--- src/tenyr_dev_pkg.sv ---
`default_nettype none

package tenyr_dev_pkg;

    localparam int RAM_ABITS = 10; // 1024 words.

    localparam int GPIO_COUNT = 24;

    localparam int SEG7_DIGITS = 4;
    localparam int DIGIT_W     = $clog2(SEG7_DIGITS);
    localparam int SCAN_DIV    = 8; // Short scan for simulation.
    localparam int SCAN_W      = $clog2(SCAN_DIV);

    localparam logic [7:0] SEG7_REG_VALUE = 8'd0; // Four hex nibbles.
    localparam logic [7:0] SEG7_REG_DP    = 8'd1; // Decimal points.

    localparam logic [7:0] GPIO_REG_OUT = 8'd0;
    localparam logic [7:0] GPIO_REG_DIR = 8'd1; // Ones enable the driver.
    localparam logic [7:0] GPIO_REG_IN  = 8'd2; // Read only.

endpackage

`default_nettype wire

--- src/tenyr_bus_pkg.sv ---
`default_nettype none

package tenyr_bus_pkg;

    localparam int DATA_W = 32;         // Bus data width.
    localparam int ADDR_W = 32;         // Word address width.
    localparam int SEL_W  = DATA_W / 8; // One enable per byte.

    localparam logic [ADDR_W-1:0] RAM_BASE  = 32'h0000_1000;
    localparam logic [ADDR_W-1:0] RAM_MASK  = {ADDR_W{1'b1}} << tenyr_dev_pkg::RAM_ABITS;
    localparam logic [ADDR_W-1:0] SEG7_BASE = 32'h0000_0100;
    localparam logic [ADDR_W-1:0] SEG7_MASK = {ADDR_W{1'b1}} << 1; // Two words.
    localparam logic [ADDR_W-1:0] GPIO_BASE = 32'h0000_0200;
    localparam logic [ADDR_W-1:0] GPIO_MASK = {ADDR_W{1'b1}} << 2; // Four words.

    localparam logic [DATA_W-1:0] DEFAULT_DATA = {DATA_W{1'b1}}; // Unmapped read value.

    typedef enum logic [1:0] {
        TGT_RAM,
        TGT_SEG7,
        TGT_GPIO,
        TGT_NONE
    } target_e;

    typedef struct packed {
        logic [ADDR_W-tenyr_dev_pkg::RAM_ABITS-1:0] tag;   // Window bits.
        logic [tenyr_dev_pkg::RAM_ABITS-1:0]        index; // Word inside the RAM.
    } ram_addr_t;

    typedef struct packed {
        logic [ADDR_W-9:0] page;  // Device page.
        logic [7:0]        regno; // Register number.
    } dev_addr_t;

    // Same address word, seen by the decoder, the RAM and the devices.
    typedef union packed {
        logic [ADDR_W-1:0] word;
        ram_addr_t         ram;
        dev_addr_t         dev;
    } bus_addr_u;

endpackage

`default_nettype wire

--- src/wb_if.sv ---
`default_nettype none

interface wb_if;
    import tenyr_bus_pkg::*;

    bus_addr_u         adr;
    logic [DATA_W-1:0] dat_w; // Master to slave.
    logic [DATA_W-1:0] dat_r; // Slave to master.
    logic              we;
    logic [SEL_W-1:0]  sel;
    logic              stb;
    logic              ack;

    modport master (
        output adr, dat_w, we, sel, stb,
        input  dat_r, ack
    );

    modport slave (
        input  adr, dat_w, we, sel, stb,
        output dat_r, ack
    );

endinterface

`default_nettype wire

--- src/bus_sequencer.sv ---
`default_nettype none

module bus_sequencer (
    input  logic                              clk,
    input  logic                              rst_i,
    input  logic                              cyc_i,
    input  logic                              stb_i,
    input  logic                              we_i,
    input  logic [tenyr_bus_pkg::ADDR_W-1:0]  adr_i,
    input  logic [tenyr_bus_pkg::DATA_W-1:0]  dat_i,
    input  logic [tenyr_bus_pkg::SEL_W-1:0]   sel_i,
    output logic [tenyr_bus_pkg::DATA_W-1:0]  dat_o,
    output logic                              ack_o,
    wb_if.master                              bus
);
    typedef enum logic [1:0] {
        IDLE,
        ACCESS,
        RESPOND
    } state_e;

    state_e state;
    logic   accept;

    assign accept = (state == IDLE) && cyc_i && stb_i; // New request seen.

    always_ff @(posedge clk) begin
        if (rst_i) begin
            state   <= IDLE;
            bus.stb <= 1'b0;
        end else begin
            case (state)
                IDLE: begin
                    if (accept) begin
                        state   <= ACCESS;
                        bus.stb <= 1'b1;
                    end
                end
                ACCESS: begin
                    if (bus.ack) begin
                        state   <= RESPOND;
                        bus.stb <= 1'b0; // One access per request.
                    end
                end
                default: state <= IDLE; // RESPOND lasts one cycle.
            endcase
        end
    end

    // Request and response payload.
    always_ff @(posedge clk) begin
        if (accept) begin
            bus.adr   <= adr_i;
            bus.dat_w <= dat_i;
            bus.we    <= we_i;
            bus.sel   <= sel_i;
        end
        if (state == ACCESS && bus.ack) begin
            dat_o <= bus.dat_r;
        end
    end

    assign ack_o = (state == RESPOND);

endmodule

`default_nettype wire

--- src/flat_wrapper.sv ---
// flat-port wrapper written by rule: the top's interface ports become plain ports
module bus_sequencer_flat 
  (clk, rst_i, cyc_i, stb_i, we_i, adr_i, dat_i, sel_i, dat_o, ack_o, bus_adr, bus_dat_w, bus_we, bus_sel, bus_stb, bus_dat_r, bus_ack);
  wb_if bus_i ();
  input  logic clk;
  input  logic rst_i;
  input  logic cyc_i;
  input  logic stb_i;
  input  logic we_i;
  input  logic [tenyr_bus_pkg::ADDR_W-1:0] adr_i;
  input  logic [tenyr_bus_pkg::DATA_W-1:0] dat_i;
  input  logic [tenyr_bus_pkg::SEL_W-1:0] sel_i;
  output logic [tenyr_bus_pkg::DATA_W-1:0] dat_o;
  output logic ack_o;
  output wire logic [$bits(bus_i.adr)-1:0] bus_adr;
  output wire logic [$bits(bus_i.dat_w)-1:0] bus_dat_w;
  output wire logic [$bits(bus_i.we)-1:0] bus_we;
  output wire logic [$bits(bus_i.sel)-1:0] bus_sel;
  output wire logic [$bits(bus_i.stb)-1:0] bus_stb;
  input wire logic [$bits(bus_i.dat_r)-1:0] bus_dat_r;
  input wire logic [$bits(bus_i.ack)-1:0] bus_ack;
  assign bus_adr = bus_i.adr;
  assign bus_dat_w = bus_i.dat_w;
  assign bus_we = bus_i.we;
  assign bus_sel = bus_i.sel;
  assign bus_stb = bus_i.stb;
  assign bus_i.dat_r = bus_dat_r;
  assign bus_i.ack = bus_ack;
  bus_sequencer u_core (.clk(clk), .rst_i(rst_i), .cyc_i(cyc_i), .stb_i(stb_i), .we_i(we_i), .adr_i(adr_i), .dat_i(dat_i), .sel_i(sel_i), .dat_o(dat_o), .ack_o(ack_o), .bus(bus_i));
endmodule
--- config.mk ---
export PLATFORM = sky130hd
export DESIGN_NAME = bus_sequencer_flat
export DESIGN_NICKNAME = d
export VERILOG_FILES = /design/src/tenyr_dev_pkg.sv /design/src/tenyr_bus_pkg.sv /design/src/wb_if.sv /design/src/bus_sequencer.sv /design/src/flat_wrapper.sv
export SDC_FILE = /design/constraint.sdc
export NUM_CORES = 1
export LEC_CHECK = 0
export BUFFER_PORTS_ARGS = -buffer_cell sky130_fd_sc_hd__buf_4
export CORE_MARGIN = 1.5
export CORE_UTILIZATION = 41
export DETAILED_ROUTE_END_ITERATION = 12
export PLACE_DENSITY = 0.83
export SETUP_SLACK_MARGIN = 0.15
export SLEW_MARGIN = 0
export SYNTH_ARGS = -nofsm -noshare
export SYNTH_HDL_FRONTEND = slang
export SYNTH_SLANG_ARGS = --single-unit
--- constraint.sdc ---
create_clock -name clk -period 2.9 [get_ports clk]
set_input_delay 0.435 -clock clk [delete_from_list [all_inputs] [get_ports clk]]
set_output_delay 0.435 -clock clk [all_outputs]
set_load 0.03 [all_outputs]
==> reports/metrics.cfg <==
[status]
outcome = complete, no violations

[cells_and_area]
fin_nets = 439
fillers = 499
fin_cells = 437
multi_input_area_um2 = 66.3
final_common_cell = buf_4
antenna_cells = 0
drive_gt1_share_pct = 67.5
regArea_um2 = 3090
area_growth_pct = 60.1
final_cell_mix = 208 x buf_4, 101 x edfxtp_1, 9 x clkbuf_8, 3 x dfxtp_1, 2 x clkinv_4

[cts]
cts_resized = 0
clockRootBuffer = clkbuf_8
path_clk_slew_ns = 0.10
cts_tree = yes
clk_path_buf_depth = 2
clkLatencyLatePin_ns = 0.35
htree_num_levels = 3
cts_sinks = 104
cts_hold_buf = 0
post_cts_buffers = 0
cts_buffers = 9

[timing]
relSlewSlack_pct = 52.9
worst_pin_slew_ns = 0.706
period_needed_ns = 1.52
slew_viol_final = 0
finClkSkew_ns = 0.0131
hold_viol = 0
rsz0062_at_grt = no
fin_ws_ns = 1.38
tns_ns = 0
setup_violations = 0
max_freq_mhz = 657
period_share_pct = 52.5
fin_hold_ws_ns = 0.248

[placed_design]
io_buffers = 208
pre_cts_slack_ns = 1.33
dp_hpwl_mm = 5.49
place_inst = 421
place_congestion = 0.723

[worst_setup_path]
crit_fanout = 4
worst_path_largest_cell_delay_ns = 0.36
start_kind = flop
rrSetupSlack_ns = 1.48
critPathCaptureType = output port
slowest_stage = dfxtp_1
path_buf_inv = 1
required_ns = 2.47
crit_chain = and2b_2, buf_4
cp_top_family = flip-flops
path_class = reg -> out
cp.arrival_ns = 1.09

[global_routing]
antenna_found_initial = 0
overflow = 0
grt_util_met3_pct = 7.91
grt_max_degree = 70
met2_usage_pct = 32.0
grt_pass1_wl_mm = 10.4
track_usage_pct = 17.3
top_usage_layer = met2
gr-usage-met1_pct = 16.6
grt_pass1_vias = 2074

[logic_synthesis]
synth_simple_gate_area_share_pct = 1.62
yosys_warnings = 0
synth-adder-area-share_pct = 0
ys_seq_elements = 104
synth_xor_area_share_pct = 0
seq_area_frac_synth_pct = 97.8
synth_area_um2 = 3160
netlist_instances = 113
synth_compound_area_share_pct = 0.475
syn_nets = 219
synth_mux_area_share_pct = 0
ys_types = 11
syn-mean-instance-area_um2 = 28.0
synth_top_family_by_area = simple AND/OR/NAND/NOR gates

[routing]
post_drt_wl_per_cell_um = 16.3
drt-initial-drc-count = 66
totalWireLength_mm = 7.12
vias = 1949
via_per_inst = 4.46
ant_nets = 0
remaining_drc_errors = 0
drtPass1Iterations = 4

[hold_path]
hp-class = in -> reg

[pwr]
ir_worst_vdd_uv = 336
p_leak_nw = 2.09
power_density_nw_per_um2 = 581

[floorplan]
die_x_um = 90.8
dieHeight_um = 90.8
ios = 209
initial_core_util_pct = 42.9
dieArea_um2 = 8250
row_count = 31
floorplan.core_area_um2 = 7370

[flow_run]
maxCapViolCount = 0

## synth_stat cells (all sizes together)
| library cell | count | area share [%] |
|---|---|---|
| edfxtp | 101 | 96 |
| dfxtp | 3 | 1.9 |
| a21oi | 1 | 0.28 |
| and2b | 1 | 0.28 |
| and3b | 1 | 0.32 |
| inv | 1 | 0.12 |
| nand2b | 1 | 0.20 |
| nand4bb | 1 | 0.36 |
| nor2b | 1 | 0.20 |
| o22ai | 1 | 0.20 |
| or3b | 1 | 0.28 |
## area by class of cell
type,count,area share (%)
Inverter,1,0.0741
Clock buffer,10,2.52
Sequential cell,104,61.1
Multi-Input combinational cell,8,1.31
Timing Repair Buffer,209,31.2
Clock inverter,6,1.36
Tap cell,99,2.45
## metal layers
| layer | part of all wire [%] | vias to the layer above |
|---|---|---|
| li1 | - | 892 |
| met1 | 33 | 905 |
| met2 | 54 | 143 |
| met3 | 12 | 9 |
| met4 | 1.1 | 0 |
| met5 | 0 | - |
## cells by family after synthesis
kind of cell           count (synthesis)
buffers and inverters                  1
DFF                                  104
and+or+nand+nor                        6
AOI/OAI and AO/OA                      2
## sequential cells by signal (all words and copies together) (netlist names)
name / cells
u_core.bus.sel: 4
u_core.bus.dat_w: 32
u_core.dat_o: 32
u_core.bus.adr: 32
u_core.bus.we: 1
u_core.state: 2
u_core.bus.stb: 1
## power by group
part           internal, mW  total (mW)  switching [mW]
clock network         0.404       0.878           0.474
logic                 0.156       0.330           0.174
registers              1.72        1.73          0.0166
## path summary, 6_finish.rpt
kind	from	endpoint	cells after the start
setup reg to reg	u_core.state[1]$_SDFFE_PP0P_	u_core.dat_o[8]$_DFFE_PP_	1
setup / recovery	u_core.state[0]$_SDFFE_PP0P_	ack_o	2
hold reg to reg	u_core.bus.stb$_SDFFE_PP0P_	u_core.bus.stb$_SDFFE_PP0P_	2
hold / removal	dat_i[3]	u_core.bus.dat_w[3]$_DFFE_PP_	1
## stage by stage
| stage | total power, mW | utilization, % | area, µm² |
|---|---|---|---|
| 6_report | 2.94 | 68.7 | 5060 |
| 2_1_floorplan | 1.90 | - | 3160 |
| 4_1_cts | 2.96 | 68.7 | 5060 |
| 3_3_place_gp | 2.09 | 66.1 | 4870 |
| 5_1_grt | 3.03 | 68.7 | 5060 |
| 3_5_place_dp | 2.10 | 66.1 | 4870 |
Note: power is estimated with default switching activity, not from simulation.
