===== src/tenyr_dev_pkg.sv =====
`default_nettype none

package tenyr_dev_pkg;

    localparam int RAM_ABITS = 10; // 1024 words.

    localparam int GPIO_COUNT = 24;

    localparam int SEG7_DIGITS = 4;
    localparam int DIGIT_W     = $clog2(SEG7_DIGITS);
    localparam int SCAN_DIV    = 8; // Short scan for simulation.
    localparam int SCAN_W      = $clog2(SCAN_DIV);

    localparam logic [7:0] SEG7_REG_VALUE = 8'd0; // Four hex nibbles.
    localparam logic [7:0] SEG7_REG_DP    = 8'd1; // Decimal points.

    localparam logic [7:0] GPIO_REG_OUT = 8'd0;
    localparam logic [7:0] GPIO_REG_DIR = 8'd1; // Ones enable the driver.
    localparam logic [7:0] GPIO_REG_IN  = 8'd2; // Read only.

endpackage

`default_nettype wire


===== src/tenyr_bus_pkg.sv =====
`default_nettype none

package tenyr_bus_pkg;

    localparam int DATA_W = 32;         // Bus data width.
    localparam int ADDR_W = 32;         // Word address width.
    localparam int SEL_W  = DATA_W / 8; // One enable per byte.

    localparam logic [ADDR_W-1:0] RAM_BASE  = 32'h0000_1000;
    localparam logic [ADDR_W-1:0] RAM_MASK  = {ADDR_W{1'b1}} << tenyr_dev_pkg::RAM_ABITS;
    localparam logic [ADDR_W-1:0] SEG7_BASE = 32'h0000_0100;
    localparam logic [ADDR_W-1:0] SEG7_MASK = {ADDR_W{1'b1}} << 1; // Two words.
    localparam logic [ADDR_W-1:0] GPIO_BASE = 32'h0000_0200;
    localparam logic [ADDR_W-1:0] GPIO_MASK = {ADDR_W{1'b1}} << 2; // Four words.

    localparam logic [DATA_W-1:0] DEFAULT_DATA = {DATA_W{1'b1}}; // Unmapped read value.

    typedef enum logic [1:0] {
        TGT_RAM,
        TGT_SEG7,
        TGT_GPIO,
        TGT_NONE
    } target_e;

    typedef struct packed {
        logic [ADDR_W-tenyr_dev_pkg::RAM_ABITS-1:0] tag;   // Window bits.
        logic [tenyr_dev_pkg::RAM_ABITS-1:0]        index; // Word inside the RAM.
    } ram_addr_t;

    typedef struct packed {
        logic [ADDR_W-9:0] page;  // Device page.
        logic [7:0]        regno; // Register number.
    } dev_addr_t;

    // Same address word, seen by the decoder, the RAM and the devices.
    typedef union packed {
        logic [ADDR_W-1:0] word;
        ram_addr_t         ram;
        dev_addr_t         dev;
    } bus_addr_u;

endpackage

`default_nettype wire


===== src/wb_if.sv =====
`default_nettype none

interface wb_if;
    import tenyr_bus_pkg::*;

    bus_addr_u         adr;
    logic [DATA_W-1:0] dat_w; // Master to slave.
    logic [DATA_W-1:0] dat_r; // Slave to master.
    logic              we;
    logic [SEL_W-1:0]  sel;
    logic              stb;
    logic              ack;

    modport master (
        output adr, dat_w, we, sel, stb,
        input  dat_r, ack
    );

    modport slave (
        input  adr, dat_w, we, sel, stb,
        output dat_r, ack
    );

endinterface

`default_nettype wire


===== src/gpio.sv =====
`default_nettype none

module gpio (
    input  logic                                 clk,
    input  logic                                 rst_i,
    wb_if.slave                                  bus,
    input  logic [tenyr_dev_pkg::GPIO_COUNT-1:0] gpio_i,
    output logic [tenyr_dev_pkg::GPIO_COUNT-1:0] gpio_o,
    output logic [tenyr_dev_pkg::GPIO_COUNT-1:0] gpio_oe_o
);
    import tenyr_dev_pkg::*;

    logic [GPIO_COUNT-1:0] out_q;
    logic [GPIO_COUNT-1:0] dir_q;
    logic [GPIO_COUNT-1:0] sync0_q;
    logic [GPIO_COUNT-1:0] sync1_q;

    always_ff @(posedge clk) begin
        if (rst_i) begin
            out_q <= '0;
            dir_q <= '0; // Pins start as inputs.
        end else if (bus.stb && bus.we) begin
            case (bus.adr.dev.regno)
                GPIO_REG_OUT: out_q <= bus.dat_w[GPIO_COUNT-1:0];
                GPIO_REG_DIR: dir_q <= bus.dat_w[GPIO_COUNT-1:0];
                default: ;
            endcase
        end
    end

    // Two-stage input synchronizer.
    always_ff @(posedge clk) begin
        sync0_q <= gpio_i;
        sync1_q <= sync0_q;
    end

    always_comb begin
        bus.dat_r = '0;
        case (bus.adr.dev.regno)
            GPIO_REG_OUT: bus.dat_r[GPIO_COUNT-1:0] = out_q;
            GPIO_REG_DIR: bus.dat_r[GPIO_COUNT-1:0] = dir_q;
            GPIO_REG_IN:  bus.dat_r[GPIO_COUNT-1:0] = sync1_q;
            default: ;
        endcase
    end

    assign bus.ack   = bus.stb;
    assign gpio_o    = out_q;
    assign gpio_oe_o = dir_q;

endmodule

`default_nettype wire


===== src/flat_wrapper.sv =====
// flat-port wrapper written by rule: the top's interface ports become plain ports
module gpio_flat import tenyr_dev_pkg::*;
  (clk, rst_i, gpio_i, gpio_o, gpio_oe_o, bus_adr, bus_dat_w, bus_we, bus_sel, bus_stb, bus_dat_r, bus_ack);
  wb_if bus_i ();
  input  logic clk;
  input  logic rst_i;
  input  logic [tenyr_dev_pkg::GPIO_COUNT-1:0] gpio_i;
  output logic [tenyr_dev_pkg::GPIO_COUNT-1:0] gpio_o;
  output logic [tenyr_dev_pkg::GPIO_COUNT-1:0] gpio_oe_o;
  input wire logic [$bits(bus_i.adr)-1:0] bus_adr;
  input wire logic [$bits(bus_i.dat_w)-1:0] bus_dat_w;
  input wire logic [$bits(bus_i.we)-1:0] bus_we;
  input wire logic [$bits(bus_i.sel)-1:0] bus_sel;
  input wire logic [$bits(bus_i.stb)-1:0] bus_stb;
  output wire logic [$bits(bus_i.dat_r)-1:0] bus_dat_r;
  output wire logic [$bits(bus_i.ack)-1:0] bus_ack;
  assign bus_i.adr = bus_adr;
  assign bus_i.dat_w = bus_dat_w;
  assign bus_i.we = bus_we;
  assign bus_i.sel = bus_sel;
  assign bus_i.stb = bus_stb;
  assign bus_dat_r = bus_i.dat_r;
  assign bus_ack = bus_i.ack;
  gpio u_core (.clk(clk), .rst_i(rst_i), .bus(bus_i), .gpio_i(gpio_i), .gpio_o(gpio_o), .gpio_oe_o(gpio_oe_o));
endmodule

===== config.mk =====
export PLATFORM = sky130hd
export DESIGN_NAME = gpio_flat
export DESIGN_NICKNAME = d
export VERILOG_FILES = /design/src/tenyr_dev_pkg.sv /design/src/tenyr_bus_pkg.sv /design/src/wb_if.sv /design/src/gpio.sv /design/src/flat_wrapper.sv
export SDC_FILE = /design/constraint.sdc
export NUM_CORES = 1
export LEC_CHECK = 0
export BUFFER_PORTS_ARGS = -buffer_cell sky130_fd_sc_hd__buf_2
export CAP_MARGIN = 0
export CORE_UTILIZATION = 40
export CTS_CLUSTER_DIAMETER = 120
export CTS_CLUSTER_SIZE = 16
export DETAILED_ROUTE_END_ITERATION = 8
export PLACE_DENSITY = 0.77
export SKIP_LAST_GASP = 1
export SYNTH_ARGS = -nofsm -noshare
export SYNTH_HDL_FRONTEND = slang
export SYNTH_SLANG_ARGS = --single-unit

===== constraint.sdc =====
create_clock -name clk -period 2.1 [get_ports clk]
set_clock_uncertainty 0.1 [all_clocks]
set_input_delay 0.21 -clock clk [delete_from_list [all_inputs] [get_ports clk]]
set_output_delay 0.21 -clock clk [all_outputs]
set_load 0.02 [all_outputs]

==> results.cfg <==
[status]
run_status = complete, no violations

[power]
worst_ir_drop_vdd_uv = 489
power-per-cell-area_nw_per_um2 = 720
cellLeakagePower_uw = 0.00209
post-layout-total-power_uw = 3620

[final_layout]
n_antenna_cell = 0
post_route_cells_drive_above_1_share_pct = 35.5
final_core_utilization_pct = 54.6
nets = 637
finalInstanceArea_sq_um = 5020
area_used_by_sequential_logic_in_the_layout_sq_um = 1920
nFillCells = 824
area.growth.synth_to_final_pct = 32.6
footprint_of_the_multi_input_gates_sq_um = 1650

[detailed_routing]
routed-via-count = 3703
finalWirelength_mm = 11.4
remaining_drc_errors = 0
routed_via_density = 5.64
wl_per_cell_um = 17.3
initialDrtViolationCount = 185
drt.antenna.violating_nets = 0
detailedRoute.firstPassIterationCount = 5

[synth]
asyncSetResetFlopFracSynth_pct = 0
synth.cells.most_frequent = sky130_fd_sc_hd__dfxtp_1, sky130_fd_sc_hd__a21oi_1, sky130_fd_sc_hd__nand4_1, sky130_fd_sc_hd__o31ai_1, sky130_fd_sc_hd__clkbuf_1
multiplexer_fraction_of_the_synthesized_cell_area_pct = 6.34
synth_area_sq_um = 3790
syn_avg_cell_area_sq_um = 9.40
synth_area_leader_cell = sky130_fd_sc_hd__dfxtp_1
synth_enable_flop_cells = 0
synth_top_flop_cell = sky130_fd_sc_hd__dfxtp_1
synth_area_leaders = sky130_fd_sc_hd__dfxtp_1, sky130_fd_sc_hd__a21oi_1, sky130_fd_sc_hd__o31ai_1
post_synth_fa_ha_maj_area_fraction_pct = 0
synthSimpleGateAreaFrac_pct = 16.5
yosys.area_share.xor_xnor_pct = 0
synth.lib_cells_used.distinct = 21
synth_compound_area_share_pct = 19.0
count_of_warnings_emitted_by_yosys = 0
yosys_register_bits = 96
yosys.cell_count.top_type = sky130_fd_sc_hd__dfxtp_1
synth-seq-area-share_pct = 50.7
synth_top_family_by_area = compound AO/OA/AOI/OAI gates
proportion_of_netlist_area_held_by_the_largest_area_contributor_pct = 50.7
synthCells = 403

[worst_setup_path]
cpMostUsedCell = sky130_fd_sc_hd__buf_2
worst_ep_arrival_time_ns = 1.45
worst_path_max_delay_cell = sky130_fd_sc_hd__buf_2
timing.rr.start = u_core.gpio_o[17]$_SDFFE_PP0P_
reg2regPathDepth = 2
critical_path.max_fanout = 19
reg2reg_slack_ns = 1.27
timing.critical_path.cells = buf_2 > nor2b_2 > buf_4 > nand2_1 > a21oi_1 > buf_2
startpoint_class_of_the_critical_path = primary input
cp_data_required_time_ns = 1.79
worst_path_largest_cell_delay_ns = 0.32
critical_path_class = in -> out
r2r-end = u_core.gpio_o[17]$_SDFFE_PP0P_
setup.worst_path.end_class = output port

[place]
place.port_buffers = 132
detailed_place_hpwl_mm = 7.07
dpl_cell_area_sq_um = 4500
routabilityCongestion = 0.725

[timing]
grt_setup_unrepaired = false
sum_of_negative_setup_slack_ns = 0
timing.final.max_slew_violations = 0
hold_ws_ns = 0.0121
finalSetupViolations = 0
timing_hold_violations_final = 0
finalWorstPathRequiredPeriod_ns = 1.76
fmax_mhz = 567
slew_headroom_pct = 35.9
period_share_pct = 84.0
worst_pin_slew_ns = 0.962

[floorplanning]
die_w_um = 99.3
die-area_sq_um = 9870
floorplan.core_area_sq_um = 9200
floorplan.io_pins = 177
floorplan.initialDensity_pct = 41.2
floorplan.rows = 35
dieHeight_um = 99.3

[clocking]
post_cts_resize_count = 0
cts_max_level = 3
cts_tree = built
clk_pin_slew_ns = 0.10
cts-root-to-sink-buffers = 2
clk-insertion-delay-late_ns = 0.36
tritoncts.num_buffers = 9
cts.sink_count = 96
cts-root-buf = sky130_fd_sc_hd__clkbuf_8

[global_route]
initial_antenna_violation_count = 0
gr-usage-all-layers_pct = 22.8
vias_in_the_first_global_route = 3536
grt_overflow = 0
largest_net_degree_at_the_start_of_global_routing = 49
wire_length_of_the_first_global_routing_pass_mm = 17.7

[worst_hold_path]
hold_start = bus_dat_w[11]
worstHoldPathType = in -> reg
hold_end = u_core.gpio_oe_o[11]$_SDFFE_PP0P_
worst_hold_path.num_cells = 3

[job]
drv_cap = 0
==> registers in the layout, summed over array words and instances, names as in the netlist <==
name and flops:
u_core.sync1_q 24, u_core.sync0_q 24, u_core.gpio_o 24, u_core.gpio_oe_o 24
==> layer usage <==
metal | routed length (um) | global-route usage, % | vias up
met5 | 0 | 0 | -
met3 | 856 | 6.68 | 23
met4 | 244 | 9.28 | 0
li1 | - | - | 1733
met2 | 5430 | 37.8 | 207
met1 | 4850 | 27.7 | 1740
==> power breakdown <==
part	total (uW)	internal (uW)	switching (uW)	leakage, uW
Clock	1450	794	660	0.000124
Sequential	1880	1870	11.3	0.000791
Combinational	285	112	173	0.00118
==> repair_timing <==
action                    in CTS  in global routing
hold endpoints to repair      25                  3
hold buffers                  25                  3
buffers inserted               0                  0
==> final cells by class <==
cell class | instances | share of cell area (%)
Clock inverter | 7 | 2.34
Tap cell | 111 | 2.76
Sequential cell | 96 | 38.2
Timing Repair Buffer | 176 | 21.4
Multi-Input combinational cell | 258 | 32.8
Clock buffer | 9 | 2.47
==> how the worst max path moves through the flow <==
stage,end,start,cells after the start,slack (ns)
floorplan,bus_dat_r[0],bus_adr[1],6,0.32
global placement,u_core.gpio_o[18]$_SDFFE_PP0P_,bus_adr[7],4,0.29
detailed placement,u_core.gpio_o[17]$_SDFFE_PP0P_,bus_adr[7],4,0.23
CTS,bus_dat_r[19],bus_adr[1],6,0.34
global route,bus_dat_r[5],bus_adr[1],6,0.24
finish,bus_dat_r[19],bus_adr[1],6,0.34
==> metrics by stage <==
step | setup slack, ns | std cells
6_report | 0.335 | 657
5_1_grt | 0.243 | 657
2_1_floorplan | 0.319 | 410
3_3_place_gp | 0.290 | 613
3_5_place_dp | 0.225 | 613
4_1_cts | 0.341 | 654
==> cells in the final DEF, fill, tap and decap left out, drive strengths merged, types with 3 or more instances in the layout <==
cell type	n
buf	148
dfxtp	96
a21oi	72
o31ai	48
nand4	48
dlygate4sd3	28
or2	25
nand2	25
mux2i	24
clkbuf	9
conb	8
bufinv	3
clkinv	3
==> kinds of logic (layout without fill, tap and decap cells) <==
group / after synthesis / after routing
DFF: 96 / 96
muxes: 24 / 24
buffers and inverters: 56 / 192
and+or+nand+nor: 106 / 106
AOI/OAI and AO/OA: 120 / 120
other: 1 / 8
==> critical path, delay by kind of cell <==
family | cells | cell delay (ns)
AOI/OAI and AO/OA | 1 | 0.16
buffers and inverters | 3 | 0.75
and+or+nand+nor | 2 | 0.32
No activity file was read; power rests on OpenSTA's default activity.
