[config.mk]
export PLATFORM = sky130hd
export DESIGN_NAME = wb_mux_flat
export DESIGN_NICKNAME = d
export VERILOG_FILES = /design/src/tenyr_dev_pkg.sv /design/src/tenyr_bus_pkg.sv /design/src/wb_if.sv /design/src/wb_mux.sv /design/src/flat_wrapper.sv
export SDC_FILE = /design/constraint.sdc
export NUM_CORES = 1
export LEC_CHECK = 0
export BUFFER_PORTS_ARGS = -buffer_cell sky130_fd_sc_hd__buf_2
export CAP_MARGIN = 40
export CORE_AREA = 4 4 158 160
export DETAILED_ROUTE_END_ITERATION = 6
export DIE_AREA = 0 0 162 164
export PLACE_DENSITY = 0.42
export SYNTH_ARGS = -nofsm -noshare
export SYNTH_HDL_FRONTEND = slang
export SYNTH_SLANG_ARGS = --single-unit
[constraint.sdc]
create_clock -name vclk -period 3.05
set_input_delay 0.61 -clock vclk [all_inputs]
set_output_delay 0.61 -clock vclk [all_outputs]
set_load 0.005 [all_outputs]
[src/tenyr_dev_pkg.sv]
`default_nettype none

package tenyr_dev_pkg;

    localparam int RAM_ABITS = 10; // 1024 words.

    localparam int GPIO_COUNT = 24;

    localparam int SEG7_DIGITS = 4;
    localparam int DIGIT_W     = $clog2(SEG7_DIGITS);
    localparam int SCAN_DIV    = 8; // Short scan for simulation.
    localparam int SCAN_W      = $clog2(SCAN_DIV);

    localparam logic [7:0] SEG7_REG_VALUE = 8'd0; // Four hex nibbles.
    localparam logic [7:0] SEG7_REG_DP    = 8'd1; // Decimal points.

    localparam logic [7:0] GPIO_REG_OUT = 8'd0;
    localparam logic [7:0] GPIO_REG_DIR = 8'd1; // Ones enable the driver.
    localparam logic [7:0] GPIO_REG_IN  = 8'd2; // Read only.

endpackage

`default_nettype wire

[src/tenyr_bus_pkg.sv]
`default_nettype none

package tenyr_bus_pkg;

    localparam int DATA_W = 32;         // Bus data width.
    localparam int ADDR_W = 32;         // Word address width.
    localparam int SEL_W  = DATA_W / 8; // One enable per byte.

    localparam logic [ADDR_W-1:0] RAM_BASE  = 32'h0000_1000;
    localparam logic [ADDR_W-1:0] RAM_MASK  = {ADDR_W{1'b1}} << tenyr_dev_pkg::RAM_ABITS;
    localparam logic [ADDR_W-1:0] SEG7_BASE = 32'h0000_0100;
    localparam logic [ADDR_W-1:0] SEG7_MASK = {ADDR_W{1'b1}} << 1; // Two words.
    localparam logic [ADDR_W-1:0] GPIO_BASE = 32'h0000_0200;
    localparam logic [ADDR_W-1:0] GPIO_MASK = {ADDR_W{1'b1}} << 2; // Four words.

    localparam logic [DATA_W-1:0] DEFAULT_DATA = {DATA_W{1'b1}}; // Unmapped read value.

    typedef enum logic [1:0] {
        TGT_RAM,
        TGT_SEG7,
        TGT_GPIO,
        TGT_NONE
    } target_e;

    typedef struct packed {
        logic [ADDR_W-tenyr_dev_pkg::RAM_ABITS-1:0] tag;   // Window bits.
        logic [tenyr_dev_pkg::RAM_ABITS-1:0]        index; // Word inside the RAM.
    } ram_addr_t;

    typedef struct packed {
        logic [ADDR_W-9:0] page;  // Device page.
        logic [7:0]        regno; // Register number.
    } dev_addr_t;

    // Same address word, seen by the decoder, the RAM and the devices.
    typedef union packed {
        logic [ADDR_W-1:0] word;
        ram_addr_t         ram;
        dev_addr_t         dev;
    } bus_addr_u;

endpackage

`default_nettype wire

[src/wb_if.sv]
`default_nettype none

interface wb_if;
    import tenyr_bus_pkg::*;

    bus_addr_u         adr;
    logic [DATA_W-1:0] dat_w; // Master to slave.
    logic [DATA_W-1:0] dat_r; // Slave to master.
    logic              we;
    logic [SEL_W-1:0]  sel;
    logic              stb;
    logic              ack;

    modport master (
        output adr, dat_w, we, sel, stb,
        input  dat_r, ack
    );

    modport slave (
        input  adr, dat_w, we, sel, stb,
        output dat_r, ack
    );

endinterface

`default_nettype wire

[src/wb_mux.sv]
`default_nettype none

module wb_mux (
    wb_if.slave  up,
    wb_if.master ram_bus,
    wb_if.master seg_bus,
    wb_if.master gpio_bus
);
    import tenyr_bus_pkg::*;

    target_e target;

    // First matching window wins.
    always_comb begin
        if ((up.adr.word & RAM_MASK) == RAM_BASE) begin
            target = TGT_RAM;
        end else if ((up.adr.word & SEG7_MASK) == SEG7_BASE) begin
            target = TGT_SEG7;
        end else if ((up.adr.word & GPIO_MASK) == GPIO_BASE) begin
            target = TGT_GPIO;
        end else begin
            target = TGT_NONE;
        end
    end

    assign ram_bus.adr   = up.adr;
    assign ram_bus.dat_w = up.dat_w;
    assign ram_bus.we    = up.we;
    assign ram_bus.sel   = up.sel;
    assign ram_bus.stb   = up.stb && (target == TGT_RAM);

    assign seg_bus.adr   = up.adr;
    assign seg_bus.dat_w = up.dat_w;
    assign seg_bus.we    = up.we;
    assign seg_bus.sel   = up.sel;
    assign seg_bus.stb   = up.stb && (target == TGT_SEG7);

    assign gpio_bus.adr   = up.adr;
    assign gpio_bus.dat_w = up.dat_w;
    assign gpio_bus.we    = up.we;
    assign gpio_bus.sel   = up.sel;
    assign gpio_bus.stb   = up.stb && (target == TGT_GPIO);

    always_comb begin
        case (target)
            TGT_RAM: begin
                up.dat_r = ram_bus.dat_r;
                up.ack   = ram_bus.ack;
            end
            TGT_SEG7: begin
                up.dat_r = seg_bus.dat_r;
                up.ack   = seg_bus.ack;
            end
            TGT_GPIO: begin
                up.dat_r = gpio_bus.dat_r;
                up.ack   = gpio_bus.ack;
            end
            default: begin
                // Unmapped, so no device sees the strobe.
                up.dat_r = DEFAULT_DATA;
                up.ack   = up.stb;
            end
        endcase
    end

endmodule

`default_nettype wire
[src/flat_wrapper.sv]
// flat-port wrapper written by rule: the top's interface ports become plain ports
module wb_mux_flat import tenyr_bus_pkg::*;
  (up_adr, up_dat_w, up_we, up_sel, up_stb, up_dat_r, up_ack, ram_bus_adr, ram_bus_dat_w, ram_bus_we, ram_bus_sel, ram_bus_stb, ram_bus_dat_r, ram_bus_ack, seg_bus_adr, seg_bus_dat_w, seg_bus_we, seg_bus_sel, seg_bus_stb, seg_bus_dat_r, seg_bus_ack, gpio_bus_adr, gpio_bus_dat_w, gpio_bus_we, gpio_bus_sel, gpio_bus_stb, gpio_bus_dat_r, gpio_bus_ack);
  wb_if up_i ();
  wb_if ram_bus_i ();
  wb_if seg_bus_i ();
  wb_if gpio_bus_i ();
  input wire logic [$bits(up_i.adr)-1:0] up_adr;
  input wire logic [$bits(up_i.dat_w)-1:0] up_dat_w;
  input wire logic [$bits(up_i.we)-1:0] up_we;
  input wire logic [$bits(up_i.sel)-1:0] up_sel;
  input wire logic [$bits(up_i.stb)-1:0] up_stb;
  output wire logic [$bits(up_i.dat_r)-1:0] up_dat_r;
  output wire logic [$bits(up_i.ack)-1:0] up_ack;
  output wire logic [$bits(ram_bus_i.adr)-1:0] ram_bus_adr;
  output wire logic [$bits(ram_bus_i.dat_w)-1:0] ram_bus_dat_w;
  output wire logic [$bits(ram_bus_i.we)-1:0] ram_bus_we;
  output wire logic [$bits(ram_bus_i.sel)-1:0] ram_bus_sel;
  output wire logic [$bits(ram_bus_i.stb)-1:0] ram_bus_stb;
  input wire logic [$bits(ram_bus_i.dat_r)-1:0] ram_bus_dat_r;
  input wire logic [$bits(ram_bus_i.ack)-1:0] ram_bus_ack;
  output wire logic [$bits(seg_bus_i.adr)-1:0] seg_bus_adr;
  output wire logic [$bits(seg_bus_i.dat_w)-1:0] seg_bus_dat_w;
  output wire logic [$bits(seg_bus_i.we)-1:0] seg_bus_we;
  output wire logic [$bits(seg_bus_i.sel)-1:0] seg_bus_sel;
  output wire logic [$bits(seg_bus_i.stb)-1:0] seg_bus_stb;
  input wire logic [$bits(seg_bus_i.dat_r)-1:0] seg_bus_dat_r;
  input wire logic [$bits(seg_bus_i.ack)-1:0] seg_bus_ack;
  output wire logic [$bits(gpio_bus_i.adr)-1:0] gpio_bus_adr;
  output wire logic [$bits(gpio_bus_i.dat_w)-1:0] gpio_bus_dat_w;
  output wire logic [$bits(gpio_bus_i.we)-1:0] gpio_bus_we;
  output wire logic [$bits(gpio_bus_i.sel)-1:0] gpio_bus_sel;
  output wire logic [$bits(gpio_bus_i.stb)-1:0] gpio_bus_stb;
  input wire logic [$bits(gpio_bus_i.dat_r)-1:0] gpio_bus_dat_r;
  input wire logic [$bits(gpio_bus_i.ack)-1:0] gpio_bus_ack;
  assign up_i.adr = up_adr;
  assign up_i.dat_w = up_dat_w;
  assign up_i.we = up_we;
  assign up_i.sel = up_sel;
  assign up_i.stb = up_stb;
  assign up_dat_r = up_i.dat_r;
  assign up_ack = up_i.ack;
  assign ram_bus_adr = ram_bus_i.adr;
  assign ram_bus_dat_w = ram_bus_i.dat_w;
  assign ram_bus_we = ram_bus_i.we;
  assign ram_bus_sel = ram_bus_i.sel;
  assign ram_bus_stb = ram_bus_i.stb;
  assign ram_bus_i.dat_r = ram_bus_dat_r;
  assign ram_bus_i.ack = ram_bus_ack;
  assign seg_bus_adr = seg_bus_i.adr;
  assign seg_bus_dat_w = seg_bus_i.dat_w;
  assign seg_bus_we = seg_bus_i.we;
  assign seg_bus_sel = seg_bus_i.sel;
  assign seg_bus_stb = seg_bus_i.stb;
  assign seg_bus_i.dat_r = seg_bus_dat_r;
  assign seg_bus_i.ack = seg_bus_ack;
  assign gpio_bus_adr = gpio_bus_i.adr;
  assign gpio_bus_dat_w = gpio_bus_i.dat_w;
  assign gpio_bus_we = gpio_bus_i.we;
  assign gpio_bus_sel = gpio_bus_i.sel;
  assign gpio_bus_stb = gpio_bus_i.stb;
  assign gpio_bus_i.dat_r = gpio_bus_dat_r;
  assign gpio_bus_i.ack = gpio_bus_ack;
  wb_mux u_core (.up(up_i), .ram_bus(ram_bus_i), .seg_bus(seg_bus_i), .gpio_bus(gpio_bus_i));
endmodule
==> metrics.md, run 1 <==
| Metric | Value |
|---|---|
| DR vias/cell | around 3.3 |
| Total global routing overflow | 0 |
| Global Route Usage Sum | under 10% |
| Critical Path End | up_ack |
| Design area | roughly 2800 µm² |
| Top post-synthesis cells by area | buf_4 61%, a211o_1 11%, a2bb2oi_1 11%, o21ai_0 6.5%, clkbuf_1 2.1% |
| CP Buf/Inv Count | 2 |
| ANT nets after route | 0 |
| DP Wirelength | between 9000 and 10000 µm |
| Setup-failing EPs final | 0 |
| CTS Hold Buffers Added | 0 |
| Layout cells sized above 1 | a little over two thirds |
| Final GP Congestion | about 0.7 |
| Die Wd | between 150 and 200 µm |
| Max FO, Critical Path | 2 |
| Min cycle time layout | 2.95 ns |
| Max_cap viols | 0 |
| Largest net degree at the start of global routing | 35 |
| RSZ-0062 raised after global routing | no |
| CP max stage cell | or4_4 |
| Die area | about 27000 µm² |
| Worst hold slack | about 1.2 ns |
| Filler cells | 2790 |
| Leak | approximately 1.3 nW |
| WS Path Type | in2out |
| Inst Count DP | roughly 700 |
| VDD IR max | slightly below 0.00003 V |
| Fin. Hold Viols | 0 |
| Drt first pass iters | 4 |
| Delay of the slowest cell on the worst path | about 0.54 ns |
| Crit-path most repeated cell | buf_2 |
| Initial antenna violation count | 2 |
| Yosys top cell by area | buf_4 |
| Maximum achievable frequency | about 340 MHz |
| Syn_nets | 521 |
| Mapped Cells | between 300 and 400 |
| Worst setup SP type | input port |
| Syn avg cell area | 7.23 µm² |
| IO Count | between 400 and 500 |
| Post-CTS setup buffer count | 0 |
| Layout Area Growth over Synthesis | 11.4% |
| CLK BUF | 0 |
| Slew @ Worst Pin | ~0.33 ns |
| Fin crit share | approximately 97% |
| Iter 0 DRT Violations | 72 |
| Worst hold path type | in2out |
| Vias in the first global route | 2242 |
| DRC viols | 0 |
| Register area | 0 µm² |
| Via total after detailed routing | between 2000 and 2500 |
| Worst Path Required | roughly 2.4 ns |
| Element type at the critical path end | primary output |
| Cell Count, Final, Fillers Out | slightly above 700 |
| Synth warnings | 0 |
| Rows | 56 |
| PortBufs | 260 |
| Top Family by Delay on Critical Path | compound AO/OA/AOI/OAI gates |
| Yosys top cell area share | 61.1% |
| Final sequential cell count | 0 |
| Outcome | finished clean |
| Post-Syn Area | between 2000 and 3000 µm² |
| Worst slew margin | approximately 80% |
| Height of the die | ~160 µm |
| Slew Limit Fails | 0 |
| DP Area | 2800 µm² |
| Register area share after synthesis | 0% |
| Setup crit start | up_adr[12] |
| Routed len/inst | ~15 µm |
| Nets | between 500 and 600 |
| Critical path cell sequence | buf_2 > or4_4 > a211o_1 > a2111o_1 > a32oi_1 > buf_2 |
| Crit path arrival time | about 2.3 ns |
| Power Density | between 90 and 100 nW/µm² |
| Hold depth | 0 |
| Cell variety after synth | 22 |
| Setup TNS Final | 0 ns |
| Crit. path cell count | 6 |
| Initial Util | 10.9% |
| Post-Route WL | roughly 11000 µm |
| Global-route wire length before repair | ~14000 µm |
| Core footprint | 23400 µm² |
[cells in the final DEF, fill, tap and decap left out]
cell type  count
buf_2        260
nor3_4         1
nand2b_1       1
nor4_1         2
clkinv_1       1
nand2_1        4
a211o_1       33
o21ai_0       33
a2111o_1       1
a2bb2oi_1     32
nor2_4         1
nor2_1         1
buf_12         5
o2bb2ai_1      1
inv_1          2
a32oi_1        1
or3b_1         1
or4_4          1
and3_1         1
nor4_2         2
or3_1          1
buf_4         10
buf_6          1
or3_2          1
nor3_1         3
nor4_4         1
diode_2        2
[repair_timing]
| action | CTS | global route |
|---|---|---|
| endpoints found under the setup margin | 2 | 21 |
| gates resized for setup | 1 | 4 |
| pin swaps | 0 | 1 |
[cell usage after synthesis, drive strengths merged]
master / count
buf: 213
a211o: 33
o21ai: 33
a2bb2oi: 32
clkbuf: 14
nor4: 5
nand2: 4
nor3: 4
inv: 2
nor2: 2
or3: 2
a2111o: 1
a32oi: 1
and3: 1
clkinv: 1
nand2b: 1
o2bb2ai: 1
or3b: 1
or4: 1
[stage by stage]
stage | setup WS [ns] | total power, mW | utilization [%]
detailed placement | -0.0165 | 0.266 | 11.9
global route | 0.0275 | 0.293 | 12.1
finish | 0.103 | 0.265 | 12.1
floorplan | 0.438 | 0.281 | -
CTS | 0.0125 | 0.268 | 12.0
global placement | 0.0144 | 0.268 | 11.9
[cell families (layout without fill, tap and decap cells)]
logic type | Yosys count | count (layout) | share of synthesized area [%]
other | 0 | 2 | 0
buffers and inverters | 230 | 279 | 64.8
AOI/OAI and AO/OA | 101 | 101 | 30.0
and+or+nand+nor | 21 | 21 | 5.21
[final cells by class]
cell class                 count  area (µm²)  area share (%)
timing repair buffer         276        1490            52.5
inverter                       3        11.3           0.398
antenna                        2        5.00           0.177
multi-input combinational    122         930            32.8
tap                          319         399            14.1
[worst min-delay path by stage]
stage                       from            endpoint
floorplan              up_adr[0]     gpio_bus_adr[0]
global placement    up_dat_w[27]  gpio_bus_dat_w[27]
detailed placement  up_dat_w[27]  gpio_bus_dat_w[27]
CTS                 up_dat_w[27]  gpio_bus_dat_w[27]
global route           up_sel[0]     gpio_bus_sel[0]
finish                 up_sel[0]     gpio_bus_sel[0]
[report_power, final]
group          switching [mW]    total (mW)  internal (mW)
clock network               0  0.0000000878   0.0000000878
registers                   0             0              0
logic                   0.122         0.265          0.143
[layer usage]
metal	wire (µm)	global-route usage (%)	share of wire [%]
met1	4320	8.83	40
met2	5020	11.0	47
met3	1070	1.58	10
met4	273	2.11	2.6
met5	0	0	0
No activity file was read; power rests on OpenSTA's default activity.
==> run 2: changes to the inputs <==
Settings changed: CORE_AREA 4 4 158 160 to 2 2 160 162, PLACE_DENSITY 0.42 to 0.41.
==> run 2 against run 1 <==
  * Sequential cell count unchanged
  * Global-route usage is 0.060 points lower
  * Die area is the same
  * Fmax fell by 0.35%
  * Largest cell class unchanged
  * Highest routed layer unchanged
  * Count of clock-buffer cells in the layout did not move
  * Total power rose by 1.5%
  * Design area is 0.97% higher
  * Setup slack got worse by 0.010 ns
==> metrics.md, run 2 (synthesized netlist as in run 1, its figures left out) <==
| Metric | Value |
|---|---|
| Outcome | finished clean |
| Critical path cell sequence | buf_2 > or4_4 > a211o_1 > a2111o_1 > a32oi_2 > buf_2 |
| Rows | 58 (+3.6%) |
| Slew Limit Fails | 0 (unchanged) |
| Initial antenna violation count | 0 (-2) |
| Cell Count, Final, Fillers Out | 736 (+1.9%) |
| DR vias/cell | 3.22 (-3.4%) |
| PortBufs | 260 (unchanged) |
| IO Count | 412 (unchanged) |
| Fin crit share | 96.9% (+0.34 points) |
| GR Util met1 | 8.68% (-0.15 points) |
| Commonest non-fill, non-tap cells in the layout | 260 x buf_2, 33 x o21ai_0, 33 x a211o_1 |
| Final sequential cell count | 0 (unchanged) |
| Worst Path Required | 2.44 ns (about the same) |
| DP Area | 2830 µm² (+1.0%) |
| Filler cells | 2918 (+4.6%) |
| Power Density | 94.0 nW/µm² (+0.50%) |
| DRC viols | 0 (unchanged) |
| Register area | 0 µm² (unchanged) |
| Height of the die | 164 µm (unchanged) |
| Vias in the first global route | 2108 (-6.0%) |
| Max_cap viols | 0 (unchanged) |
| Fin worst setup slack | 0.0932 ns (-0.0103 ns) |
| Layout Area Growth over Synthesis | 12.4% |
| Drt first pass iters | 4 (unchanged) |
| Nets | 577 (+0.87%) |
| ANT nets after route | 0 (unchanged) |
| Commonest non-fill, non-tap cell in the layout | buf_2 |
| Iter 0 DRT Violations | 73 (+1.4%) |
| Global-route wire length before repair | 13500 µm (-4.5%) |
| Layout cells sized above 1 | 71.4% (+0.86 points) |
| RSZ-0062 raised after global routing | yes |
| CLK BUF | 0 (unchanged) |
| Pre-CTS WS | -0.124 ns (-0.108 ns) |
| Crit path arrival time | 2.35 ns (about the same) |
| Global Route Usage Sum | 6.67% (-0.060 points) |
| VDD IR max | 0.0000303 V (+4.3%) |
| Core footprint | 24800 µm² (+6.1%) |
| Final GP Congestion | 0.649 (-8.3%) |
| Diode count | 0 (-2) |
| Fin. Hold Viols | 0 (unchanged) |
| Slew @ Worst Pin | 0.310 ns (-0.0199 ns) |
| Crit-path most repeated cell | buf_2 |
| Grt met3 use | 1.52% (-0.066 points) |
| Met2 usage | 11.3% (+0.30 points) |
| Total global routing overflow | 0 (unchanged) |
| GRT busiest layer | met2 |
| Setup-failing EPs final | 0 (unchanged) |
| Design area | 2860 µm² (+0.97%) |
| Die area | 26600 µm² (unchanged) |
| Maximum achievable frequency | 338 MHz (-0.35%) |
| Worst slew margin | 79.1% (+1.1 points) |
| Post-Route WL | 10400 µm (-2.7%) |
| Inst Count DP | 736 (+2.2%) |
| Via total after detailed routing | 2368 (-1.5%) |
| Largest net degree at the start of global routing | 22 (-37%) |
| Max FO, Critical Path | 4 (+2) |
| Hold depth | 0 (unchanged) |
| Worst setup SP type | input port |
| Delay of the slowest cell on the worst path | 0.56 ns (+0.02 ns) |
| Element type at the critical path end | primary output |
| Leak | 1.32 nW (+0.76%) |
| Power, Total | 0.269 mW (+1.5%) |
| Min cycle time layout | 2.96 ns (+0.0103 ns) |
| Initial Util | 10.2% (-0.62 points) |
| DP Wirelength | 8840 µm (-2.6%) |
| Routed len/inst | 14.1 µm (-4.5%) |
| CTS Hold Buffers Added | 0 (unchanged) |
| Die Wd | 162 µm (unchanged) |
| CP max stage cell | or4_4 |
| WS Path Type | in2out |
| Worst hold path type | in2out |
==> run 2: cell count changes in the layout (fill, tap and decap cells not counted) <==
cell	change
buf_4	+8
buf_12	-2
diode_2	-2
a32oi_1	-1
a32oi_2	+1
buf_6	-1
nand2b_1	-1
nand2b_2	+1
==> run 2: metal layers <==
layer  part of all wire [%]  vias to the layer above  routed length [µm]
li1                       -                     1129                   -
met1                     43                     1047                4420
met2                     46                      168                4830
met3                    9.1                       24                 949
met4                    1.9                        0                 198
met5                      0                        -                   0
==> run 2: power breakdown <==
group,internal (mW),switching (mW)
clock network,0,0
registers,0,0
logic,0.144,0.125
==> run 2: timing repair <==
action	in CTS	in global routing
setup buffers	0	0
resized for setup	2	3
endpoints found under the setup margin	34	29
pin swaps	1	1
==> run 2: path summary, 6_finish.rpt <==
check | start | endpoint | slack (ns)
setup / recovery | up_adr[2] | up_ack | 0.09
hold / removal | up_dat_w[29] | gpio_bus_dat_w[29] | 1.22
==> run 2: cell type report <==
| cell class | count | area, µm² | area share, % |
|---|---|---|---|
| Inverter | 3 | 11.3 | 0.394 |
| Timing Repair Buffer | 281 | 1500 | 52.3 |
| Tap cell | 330 | 413 | 14.4 |
| Multi-Input combinational cell | 122 | 940 | 32.9 |
==> run 2: metrics by stage <==
step	hold slack [ns]	setup TNS, ns	utilization [%]
floorplan	1.30	0	-
global placement	1.22	-2.01	11.4
detailed placement	1.22	-2.16	11.4
CTS	1.22	0	11.4
global route	1.22	-0.0197	11.5
finish	1.22	0	11.5
==> run 2: critical path: cells and delay by family <==
family                 cells  cell delay [ns]
AOI/OAI and AO/OA          3             0.89
buffers and inverters      2             0.28
and+or+nand+nor            1             0.56
==> run 3: changes to the inputs <==
Settings changed: BUFFER_PORTS_ARGS -buffer_cell sky130_fd_sc_hd__buf_2 to -buffer_cell sky130_fd_sc_hd__buf_4, MAX_ROUTING_LAYER from default to met4.
==> run 3 against run 2 <==
  * Final cell count is 0.14% lower
  * Sequential cell count unchanged
  * Via count increased by 1.7%
==> metrics.md, run 3 (synthesized netlist as in run 1, its figures left out) <==
| Metric | Value |
|---|---|
| Initial Util | 10.2% (unchanged) |
| DP Area | 3460 µm² (+22%) |
| Vias in the first global route | 2287 (+8.5%) |
| Register area | 0 µm² (unchanged) |
| Die area | 26600 µm² (unchanged) |
| Via total after detailed routing | 2409 (+1.7%) |
| Cell Count, Final, Fillers Out | 735 (-0.14%) |
| ANT nets after route | 0 (unchanged) |
| PortBufs | 260 (unchanged) |
| Fin crit share | 97.9% (+0.98 points) |
| Worst slew margin | 73.0% (-6.1 points) |
| Setup-failing EPs final | 0 (unchanged) |
| WS Path Type | in2out |
| Iter 0 DRT Violations | 80 (+9.6%) |
| Filler cells | 2879 (-1.3%) |
| Initial antenna violation count | 0 (unchanged) |
| Outcome | finished clean |
| Height of the die | 164 µm (unchanged) |
| Total global routing overflow | 0 (unchanged) |
| DP Wirelength | 9350 µm (+5.8%) |
| Global Route Usage Sum | 7.12% (+0.45 points) |
| Element type at the critical path end | primary output |
| Final sequential cell count | 0 (unchanged) |
| Fin. Hold Viols | 0 (unchanged) |
| RSZ-0062 raised after global routing | no |
| Commonest non-fill, non-tap cells in the layout | 275 x buf_4, 33 x o21ai_0, 33 x a211o_1 |
| Post-Route WL | 10800 µm (+3.6%) |
| Slew @ Worst Pin | 0.403 ns (+0.0932 ns) |
| CTS Hold Buffers Added | 0 (unchanged) |
| IO Count | 412 (unchanged) |
| Largest net degree at the start of global routing | 23 (+4.5%) |
| Layout cells sized above 1 | 71.4% (about the same) |
| Pre-CTS WS | -0.161 ns (-0.0367 ns) |
| Routed len/inst | 14.6 µm (+3.8%) |
| GRT busiest layer | met2 |
| Maximum achievable frequency | 335 MHz (-1.0%) |
| VDD IR max | 0.0000340 V (+12%) |
| DR vias/cell | 3.28 (+1.9%) |
| Slew Limit Fails | 0 (unchanged) |
| Core footprint | 24800 µm² (unchanged) |
| Worst Path Required | 2.44 ns (about the same) |
| Worst setup SP type | input port |
| Design area | 3510 µm² (+23%) |
| Max FO, Critical Path | 4 (unchanged) |
| Power Density | 101 nW/µm² (+7.3%) |
| Crit path arrival time | 2.38 ns (+0.03 ns) |
| Final GP Congestion | 0.711 (+9.5%) |
| Commonest non-fill, non-tap cell in the layout | buf_4 |
| DRC viols | 0 (unchanged) |
| Nets | 576 (-0.17%) |
| Worst hold path type | in2out |
| Multi-input gate area | 940 µm² (unchanged) |
| Layout Area Growth over Synthesis | 38.0% |
| GR Util met1 | 9.08% (+0.40 points) |
| Max_cap viols | 0 (unchanged) |
| Met2 usage | 11.5% (+0.19 points) |
| Fin worst setup slack | 0.0633 ns (-0.0299 ns) |
| CLK BUF | 0 (unchanged) |
| Final core utilization | 14.1% (+2.6 points) |
| Die Wd | 162 µm (unchanged) |
| Global-route wire length before repair | 14300 µm (+6.3%) |
| Rows | 58 (unchanged) |
| Min cycle time layout | 2.99 ns (+0.0299 ns) |
| Leak | 1.57 nW (+19%) |
| Drt first pass iters | 4 (unchanged) |
| Inst Count DP | 734 (-0.27%) |
| Diode count | 0 (unchanged) |
| Grt met3 use | 1.77% (+0.25 points) |
==> run 3: cell count changes in the layout (fill, tap and decap cells not counted) <==
cell,before,now
buf_2,260,0
buf_4,18,275
buf_6,0,2
==> run 3: area by class of cell <==
cell class / instances / area share, %
repair buffers: 280 / 61.2
inverters: 3 / 0.321
multi-input cells: 122 / 26.8
well taps: 330 / 11.8
==> run 3: worst max-delay path: stages <==
cell      delay [ns]
buf_4           0.13
or4_4           0.55
a211o_1         0.33
a2111o_1        0.39
a32oi_2         0.22
buf_4           0.15
==> run 3: worst paths after layout <==
kind / startpoint / to / slack (ns) / cells past startpoint
min: up_dat_w[29] / gpio_bus_dat_w[29] / 1.22 / 0
max: up_adr[2] / up_ack / 0.06 / 6
==> run 3: timing repair <==
action	in CTS	in global routing
setup buffers	0	1
endpoints found under the setup margin	35	2
gates resized for setup	3	4
pin swaps	1	4
==> run 3: power breakdown <==
group,leakage [nW],switching [mW],internal [mW]
Clock,0,0,0
Sequential,0,0,0
Combinational,1.57,0.129,0.225
Total,1.57,0.129,0.225
==> run 3: metrics by stage <==
step | power (mW) | setup TNS, ns | hold slack (ns)
final | 0.354 | 0 | 1.22
after global routing | 0.383 | 0 | 1.22
after CTS | 0.358 | 0 | 1.22
after detailed placement | 0.354 | -4.10 | 1.22
after global placement | 0.355 | -2.35 | 1.22
after floorplan | 0.281 | 0 | 1.30
==> run 3: metal layers <==
metal,share of wire (%),vias to the layer above,wire length (µm)
met1,41,1085,4440
met3,10,29,1080
met5,0,-,0
met2,47,166,5050
met4,1.9,0,203
li1,-,1129,-
